<file path="src/verilog/if_stage_defines.svh">
//////////////////////////////
// constants shared by the fetch stage RTL and its testbench
// include wherever a width, step or debug address is needed
//////////////////////////////

`ifndef IF_STAGE_DEFINES_SVH
`define IF_STAGE_DEFINES_SVH

// address and instruction word width
`define XLEN 32

// debug module entry points
`define DM_HALT_ADDR 32'h1A110800
`define DM_EXC_ADDR  32'h1A110808

// sequential pc increments, full word and compressed
`define INSTR_STEP_FULL 4
`define INSTR_STEP_HALF 2

`endif

</file>
<file path="src/verilog/if_stage_pkg.sv">
//////////////////////////////
// selector enums and bundled fetch / IF-ID payloads
// imported by every fetch stage module
//////////////////////////////

`include "if_stage_defines.svh"

package if_stage_pkg;

  // source of the next fetch pc
  typedef enum logic [2:0] {
    PC_BOOT = 3'd0,
    PC_JUMP = 3'd1,
    PC_EXC  = 3'd2,
    PC_ERET = 3'd3,
    PC_DRET = 3'd4
  } pc_sel_e;

  // kind of trap target
  typedef enum logic [1:0] {
    EXC_PC_EXC     = 2'd0,
    EXC_PC_IRQ     = 2'd1,
    EXC_PC_DBD     = 2'd2,
    EXC_PC_DBG_EXC = 2'd3
  } exc_pc_sel_e;

  // word offered by the prefetch unit
  typedef struct packed {
    logic [`XLEN-1:0] rdata;
    logic [`XLEN-1:0] addr;
    logic             err;
  } fetch_rsp_t;

  // contents of the IF-ID register
  typedef struct packed {
    logic [`XLEN-1:0] rdata;
    logic [`XLEN-1:0] pc;
    logic             is_compressed;
    logic             fetch_err;
  } id_instr_t;

endpackage

</file>
<file path="src/verilog/fetch_addr_sel.sv">
//////////////////////////////
// next fetch address mux with trap vector generation
// purely combinational, driven by the controller's pc set strobe
//////////////////////////////

`timescale 1ns/1ps

`include "if_stage_defines.svh"

module fetch_addr_sel import if_stage_pkg::*; (
  input  logic             pc_set_i,
  input  pc_sel_e          pc_mux_i,
  input  exc_pc_sel_e      exc_pc_mux_i,
  input  logic [4:0]       irq_id_i,
  input  logic [`XLEN-1:0] boot_addr_i,
  input  logic [`XLEN-1:0] branch_target_i,
  input  logic [`XLEN-1:0] csr_mtvec_i,
  input  logic [`XLEN-1:0] csr_mepc_i,
  input  logic [`XLEN-1:0] csr_depc_i,
  output logic [`XLEN-1:0] fetch_addr_o,
  output logic             fetch_branch_o,
  output logic             csr_mtvec_init_o
);

  // word aligned trap base, mode bits dropped
  logic [`XLEN-1:0] mtvec_base;
  logic [`XLEN-1:0] exc_pc;
  logic [`XLEN-1:0] fetch_addr_n;

  assign mtvec_base = {csr_mtvec_i[`XLEN-1:2], 2'b00};

  //////////////////////////////
  // trap vector
  //////////////////////////////

  always_comb begin
    unique case (exc_pc_mux_i)
      EXC_PC_EXC:     exc_pc = mtvec_base;
      // vectored mode, one word per interrupt id
      EXC_PC_IRQ:     exc_pc = mtvec_base + `XLEN'({irq_id_i, 2'b00});
      EXC_PC_DBD:     exc_pc = `DM_HALT_ADDR;
      EXC_PC_DBG_EXC: exc_pc = `DM_EXC_ADDR;
      default:        exc_pc = mtvec_base;
    endcase
  end

  //////////////////////////////
  // next pc
  //////////////////////////////

  always_comb begin
    unique case (pc_mux_i)
      PC_BOOT: fetch_addr_n = boot_addr_i;
      PC_JUMP: fetch_addr_n = branch_target_i;
      // trap handler entry
      PC_EXC:  fetch_addr_n = exc_pc;
      // return from trap / debug
      PC_ERET: fetch_addr_n = csr_mepc_i;
      PC_DRET: fetch_addr_n = csr_depc_i;
      default: fetch_addr_n = boot_addr_i;
    endcase
  end

  // instructions are at least halfword aligned
  assign fetch_addr_o     = {fetch_addr_n[`XLEN-1:1], 1'b0};
  assign fetch_branch_o   = pc_set_i;

  // csr file loads its reset trap base when fetch restarts from boot
  assign csr_mtvec_init_o = pc_set_i & (pc_mux_i == PC_BOOT);

endmodule

</file>
<file path="src/verilog/if_id_pipe.sv">
//////////////////////////////
// IF-ID pipeline register with valid / new flags
// accepts words from the external prefetch unit
//////////////////////////////

`timescale 1ns/1ps

module if_id_pipe import if_stage_pkg::*; (
  input  logic       clk_i,
  input  logic       rst_ni,
  input  logic       fetch_valid_i,
  input  fetch_rsp_t fetch_rsp_i,
  input  logic       id_in_ready_i,
  input  logic       pc_set_i,
  input  logic       instr_valid_clear_i,
  output logic       fetch_ready_o,
  output logic       accept_o,
  output id_instr_t  id_instr_o,
  output logic       instr_valid_id_o,
  output logic       instr_new_id_o
);

  logic      accept;
  logic      valid_d;
  logic      valid_q;
  logic      new_q;
  id_instr_t id_instr_d;
  id_instr_t id_instr_q;

  // prefetch unit holds its word until ID can take it
  assign fetch_ready_o = id_in_ready_i;
  assign accept        = fetch_valid_i & id_in_ready_i;
  assign accept_o      = accept;

  //////////////////////////////
  // payload
  //////////////////////////////

  always_comb begin
    id_instr_d.rdata         = fetch_rsp_i.rdata;
    id_instr_d.pc            = fetch_rsp_i.addr;
    // low bits other than 2'b11 mark a 16 bit encoding
    id_instr_d.is_compressed = (fetch_rsp_i.rdata[1:0] != 2'b11);
    id_instr_d.fetch_err     = fetch_rsp_i.err;
  end

  // frozen while ID stalls
  always_ff @(posedge clk_i) begin
    if (accept) begin
      id_instr_q <= id_instr_d;
    end
  end

  //////////////////////////////
  // flags
  //////////////////////////////

  // accepted word is squashed by a concurrent pc set
  // valid then holds until the controller clears it
  assign valid_d = (accept & ~pc_set_i) | (valid_q & ~instr_valid_clear_i);

  always_ff @(posedge clk_i or negedge rst_ni) begin
    if (!rst_ni) begin
      valid_q <= 1'b0;
      new_q   <= 1'b0;
    end else begin
      valid_q <= valid_d;
      // one cycle pulse per accepted word
      new_q   <= accept;
    end
  end

  assign id_instr_o       = id_instr_q;
  assign instr_valid_id_o = valid_q;
  assign instr_new_id_o   = new_q;

endmodule

</file>
<file path="src/verilog/pc_seq_check.sv">
//////////////////////////////
// hardening check on sequential pc increments
// alerts when fetch pc is not ID pc + 2 / + 4
//////////////////////////////

`timescale 1ns/1ps

`include "if_stage_defines.svh"

module pc_seq_check import if_stage_pkg::*; (
  input  logic             clk_i,
  input  logic             rst_ni,
  input  logic             accept_i,
  input  logic             pc_set_i,
  input  id_instr_t        id_instr_i,
  input  logic [`XLEN-1:0] pc_if_i,
  output logic             pc_mismatch_alert_o
);

  logic             seq_d;
  logic             seq_q;
  logic             step_half;
  logic [`XLEN-1:0] pc_expected;

  // flow is sequential from the first accept after reset or a pc set
  // any jump, trap or return breaks it again
  assign seq_d = (seq_q | accept_i) & ~pc_set_i;

  always_ff @(posedge clk_i or negedge rst_ni) begin
    if (!rst_ni) begin
      seq_q <= 1'b0;
    end else begin
      seq_q <= seq_d;
    end
  end

  // faulting fetch counts as a full word
  assign step_half = id_instr_i.is_compressed & ~id_instr_i.fetch_err;

  assign pc_expected = id_instr_i.pc +
                       (step_half ? `XLEN'(`INSTR_STEP_HALF) : `XLEN'(`INSTR_STEP_FULL));

  assign pc_mismatch_alert_o = seq_q & (pc_if_i != pc_expected);

endmodule

</file>
<file path="src/verilog/if_stage.sv">
//////////////////////////////
// instruction fetch stage control core
// pc selection, IF-ID capture and pc increment check
//////////////////////////////

`timescale 1ns/1ps

`include "if_stage_defines.svh"

module if_stage import if_stage_pkg::*; (
  input  logic             clk_i,
  input  logic             rst_ni,

  // pc control
  input  logic             pc_set_i,
  input  pc_sel_e          pc_mux_i,
  input  exc_pc_sel_e      exc_pc_mux_i,
  input  logic [4:0]       irq_id_i,
  input  logic [`XLEN-1:0] boot_addr_i,
  input  logic [`XLEN-1:0] branch_target_i,
  input  logic [`XLEN-1:0] csr_mtvec_i,
  input  logic [`XLEN-1:0] csr_mepc_i,
  input  logic [`XLEN-1:0] csr_depc_i,
  output logic             csr_mtvec_init_o,

  // prefetch unit
  output logic [`XLEN-1:0] fetch_addr_o,
  output logic             fetch_branch_o,
  input  logic             fetch_valid_i,
  input  fetch_rsp_t       fetch_rsp_i,
  output logic             fetch_ready_o,

  // ID side
  input  logic             id_in_ready_i,
  input  logic             instr_valid_clear_i,
  output logic             instr_valid_id_o,
  output logic             instr_new_id_o,
  output logic [`XLEN-1:0] instr_rdata_id_o,
  output logic [`XLEN-1:0] pc_id_o,
  output logic             instr_is_compressed_id_o,
  output logic             instr_fetch_err_o,

  // misc
  output logic [`XLEN-1:0] pc_if_o,
  output logic             pc_mismatch_alert_o
);

  logic      accept;
  id_instr_t id_instr;

  fetch_addr_sel u_fetch_addr_sel (
    .pc_set_i         (pc_set_i),
    .pc_mux_i         (pc_mux_i),
    .exc_pc_mux_i     (exc_pc_mux_i),
    .irq_id_i         (irq_id_i),
    .boot_addr_i      (boot_addr_i),
    .branch_target_i  (branch_target_i),
    .csr_mtvec_i      (csr_mtvec_i),
    .csr_mepc_i       (csr_mepc_i),
    .csr_depc_i       (csr_depc_i),
    .fetch_addr_o     (fetch_addr_o),
    .fetch_branch_o   (fetch_branch_o),
    .csr_mtvec_init_o (csr_mtvec_init_o)
  );

  if_id_pipe u_if_id_pipe (
    .clk_i               (clk_i),
    .rst_ni              (rst_ni),
    .fetch_valid_i       (fetch_valid_i),
    .fetch_rsp_i         (fetch_rsp_i),
    .id_in_ready_i       (id_in_ready_i),
    .pc_set_i            (pc_set_i),
    .instr_valid_clear_i (instr_valid_clear_i),
    .fetch_ready_o       (fetch_ready_o),
    .accept_o            (accept),
    .id_instr_o          (id_instr),
    .instr_valid_id_o    (instr_valid_id_o),
    .instr_new_id_o      (instr_new_id_o)
  );

  // fetch pc is the address of the word currently offered
  assign pc_if_o = fetch_rsp_i.addr;

  pc_seq_check u_pc_seq_check (
    .clk_i               (clk_i),
    .rst_ni              (rst_ni),
    .accept_i            (accept),
    .pc_set_i            (pc_set_i),
    .id_instr_i          (id_instr),
    .pc_if_i             (pc_if_o),
    .pc_mismatch_alert_o (pc_mismatch_alert_o)
  );

  // unpack the IF-ID register onto the ID ports
  assign instr_rdata_id_o         = id_instr.rdata;
  assign pc_id_o                  = id_instr.pc;
  assign instr_is_compressed_id_o = id_instr.is_compressed;
  assign instr_fetch_err_o        = id_instr.fetch_err;

endmodule

</file>
<file path="config.mk">
export PLATFORM = sky130hd
export DESIGN_NAME = if_stage
export DESIGN_NICKNAME = d
export VERILOG_FILES = /design/src/verilog/if_stage_pkg.sv /design/src/verilog/fetch_addr_sel.sv /design/src/verilog/if_id_pipe.sv /design/src/verilog/pc_seq_check.sv /design/src/verilog/if_stage.sv
export VERILOG_INCLUDE_DIRS = /design/src /design/src/verilog
export SDC_FILE = /design/constraint.sdc
export NUM_CORES = 1
export LEC_CHECK = 0
export ABC_AREA = 1
export BUFFER_PORTS_ARGS = -buffer_cell sky130_fd_sc_hd__clkbuf_2
export CAP_MARGIN = 30
export CORE_AREA = 2 2 148 150
export DETAILED_ROUTE_END_ITERATION = 16
export DIE_AREA = 0 0 150 152
export GPL_ROUTABILITY_DRIVEN = 1
export SYNTH_ARGS = -nofsm -noshare
export SYNTH_HDL_FRONTEND = slang
export SYNTH_SLANG_ARGS = --single-unit
</file>
<file path="constraint.sdc">
create_clock -name clk_i -period 8.2 [get_ports clk_i]
set_input_delay 1.64 -clock clk_i [delete_from_list [all_inputs] [get_ports clk_i]]
set_output_delay 1.64 -clock clk_i [all_outputs]
set_load 0.005 [all_outputs]
</file>
==> results.md <==
* Fmax achieved at 0.1689 GHz
* RSZ-0062 raised after global routing: false
* Fin nets at 1344
* CP peak stage delay at approximately 560 ps
* Worst Hold End: u_pc_seq_check.seq_q
* Fraction of the mapped netlist area in simple logic gates at 31.75%
* Vias per cell at 4.671
* Clock sink count at 69
* Post-Synth Adder-Cell Area at 2.216%
* Sequential area share after synthesis at roughly 36%
* Largest family of logic cells by synthesized area: simple AND/OR/NAND/NOR gates
* Slew @ Worst Pin at ~830 ps
* Buffers on Ports at 369
* Final setup vio count at 0
* Post-Syn Area at 0.005758 mm2
* Min Tclk post-route at 5921 ps
* Post-Syn Nets at approximately 1000
* Post-synth EDFFs at 66
* Worst Skew at 0 ps
* First-pass GRT wire length at 32.09 mm
* Final Hold Viols at 0
* Post-synth top area cell: edfxtp_1
* Synthesis-stage register bit count at 69
* Layout cells sized above 1 at 38.40%
* Flop2flop setup slack at 7590 ps
* Gp weighted congestion at 0.9319
* Setup tns final at 0 ps
* Critical path required time at around 6600 ps
* Die width at 150 um
* Root Driver: clkbuf_16
* Antenna violations before repair at 2
* Max VDD drop at 0.1246 mV
* Critical path's slowest cell: nor2_4
* Cts bufs inserted at 9
* Mux cell area share after synthesis at 0%
* Clock Path Buffers at 2
* Hold depth at 2
* HPWL Detailed at 18.18 mm
* CP Depth at 9
* Max FO, Critical Path at 27
* Largest cells by area after synthesis: edfxtp_1 34%, nand2_1 12%, inv_1 5.8%
* Max_slew headroom at ~45%
* Class of the most critical setup path: in2out
* Grt ovf at 0
* Syn Area/Cell at 7.556 um2
* FF-to-FF End: u_if_id_pipe.instr_valid_id_o
* R2R depth at 2
* Worst-Skew Late Latency at 330 ps
* Final Util at 37.28%
* Layout area overhead at 38.22%
* Cell family with most CP delay: buffers and inverters
* Max_cap viols at 0
* Hold crit path type: reg2reg
* Hold Buf Count CTS at 0
* Period utilization at 72.20%
* Core Rows at 54
* Fillcell total at 2290
* Initial Util at 26.97%
* Synth warn at 0
* Syn Inst Count at 762
* Vias in the first global route at 6059
* H-tree depth at 3
* PwrDens at 139.2 mW/mm2
* Top-area cell type share of the netlist area at 34.42%
* Setup crit end kind: output pin
* Routed WL per cell at 15.69 um
* Routed wire length at 21.67 mm
* Critical R2R Launch: u_if_id_pipe.instr_valid_id_o
* Via Count at 6450
* CP Cell Sequence: clkbuf_2 -> inv_1 -> nor2_4 -> inv_2 -> nand2_2 -> inv_2 -> a211oi_1 -> a21oi_1 -> clkbuf_2
* Clk pin slew, worst setup/hold paths at 60 ps
* Pin count of the biggest net entering global routing at 42
* WP buf/inv at 5
* Top-Level Pins at 377
* Drt first pass iters at 5
* Share of synthesized flip-flops with an asynchronous set or reset at about 4.3%
* Library cells used by synthesis at 47
* Number of routed nets with antenna violations at 0
* Initial DRC Count at 393
* Synth Area in XOR/XNOR at 6.975%
* Worst Setup Start Kind: input pin
* Static leakage at 3.954 nW
* Max-slew violation total from the final report at 0
* HP Start: u_pc_seq_check.seq_q
* Post-route DRC at 0
* Synth Area in Compound Gates at 11.30%
* Core area at 0.02135 mm2
* GR Util All Layers at 18.11%
* Full die area at 0.02280 mm2
* Most used DFF post-synth: edfxtp_1
* Post-CTS resize count at 0
* CTS tree: done
* CP arrival at 4280 ps
* Postcts setup bufs at 0
* Status: finished, final reports clean
* DIE HEIGHT at 152 um
-- cell families (layout without fill, tap and decap cells) --
family                   count (synthesis)  in the layout
buffers and inverters                  145            482
adder cells (fa/ha/maj)                  9              9
AND/OR/NAND/NOR                        396            396
other                                    1              3
AO/OA/AOI/OAI                           97             97
XOR/XNOR                                45             45
flip-flops                              69             69
-- tightest hold or removal path, stage by stage, from the launching register on --
cell and delay [ps]:
dfrtp_1 360, inv_1 60, a21oi_1 60
-- sequential cells by signal, indices dropped and copies added, names as in the netlist --
| register | flops |
|---|---|
| u_if_id_pipe.id_instr_o | 66 |
| u_if_id_pipe.instr_new_id_o | 1 |
| u_if_id_pipe.instr_valid_id_o | 1 |
| u_pc_seq_check.seq_q | 1 |
-- worst max-delay path by stage --
stage,start,to
global placement,pc_mux_i[2],fetch_addr_o[30]
global route,pc_mux_i[2],fetch_addr_o[30]
CTS,pc_mux_i[2],fetch_addr_o[30]
floorplan,irq_id_i[0],fetch_addr_o[20]
detailed placement,pc_mux_i[2],fetch_addr_o[30]
finish,pc_mux_i[2],fetch_addr_o[30]
-- routing by layer --
| layer | up-vias | GRT usage (%) | wire (um) |
|---|---|---|---|
| met5 | - | 0 | 0 |
| met4 | 0 | 6.604 | 594 |
| met3 | 28 | 3.604 | 1753 |
| met2 | 323 | 30.85 | 10340 |
| met1 | 2889 | 22.52 | 8982 |
| li1 | 3210 | - | - |
-- final cells by class --
type	count	area, um2	area share (%)
diodes	2	5.005	0.06288
clock buffers	9	225.2	2.830
clock inverters	7	75.07	0.9432
inverters	94	352.8	4.433
multi-input cells	548	3024	38.00
flip-flops and latches	69	2057	25.84
well taps	280	350.3	4.402
repair buffers	372	1869	23.49
-- cells in the final DEF (no fill, tap or decap), types with 4 or more instances in the layout --
master     count
nand3_1       61
o21bai_1       4
a211oi_1       6
inv_2          6
clkbuf_2     369
a32o_1         8
inv_1         88
nand3b_1       4
ha_1           7
o21ai_1        4
nand2_1      190
xnor2_1       14
edfxtp_1      66
a21oi_1       25
nor2_1        71
xor2_1        30
nor3_1        11
clkbuf_16      9
a22o_1        16
nand4_1       29
a31oi_1        9
nor2_2         6
o21ai_0       14
-- through the flow --
stage / std cells / instance area (um2) / total power, W / setup WS (ps) / hold slack, ps
2_1_floorplan: 762 / 5758 / 0.0005800 / 3298 / 490.1
5_1_grt: 1381 / 7959 / 0.001167 / 2106 / 558.5
3_3_place_gp: 1363 / 7654 / 0.0007207 / 2275 / 511.5
3_5_place_dp: 1363 / 7654 / 0.0007228 / 2271 / 513.7
4_1_cts: 1379 / 7954 / 0.001122 / 2283 / 523.7
6_report: 1381 / 7959 / 0.001108 / 2279 / 523.0
-- where the power goes --
group	switching [W]	internal, W
Clock	0.000178	0.000215
Combinational	0.000155	0.000127
Sequential	0.0000185	0.000413
Total	0.000352	0.000756
-- synthesized netlist by cell type, types with 2 or more instances --
cell / number
nand2_1: 190
inv_1: 89
nor2_1: 71
edfxtp_1: 66
nand3_1: 61
buf_4: 35
xor2_1: 30
nand4_1: 29
a21oi_1: 25
a22o_1: 16
o21ai_0: 14
xnor2_1: 14
buf_2: 11
nor3_1: 11
a31oi_1: 9
a32o_1: 8
ha_1: 7
a211oi_1: 6
nor2_2: 6
clkbuf_1: 5
inv_2: 5
nand3b_1: 4
nor3_2: 4
o21ai_1: 4
o21bai_1: 4
a21boi_0: 3
a22oi_1: 3
dfrtp_1: 3
nor2_4: 3
or2_2: 3
a21o_1: 2
fa_1: 2
nand2_2: 2
nand2_4: 2
nand3_2: 2
nor2_8: 2
Note: power is estimated with default switching activity, not from simulation.
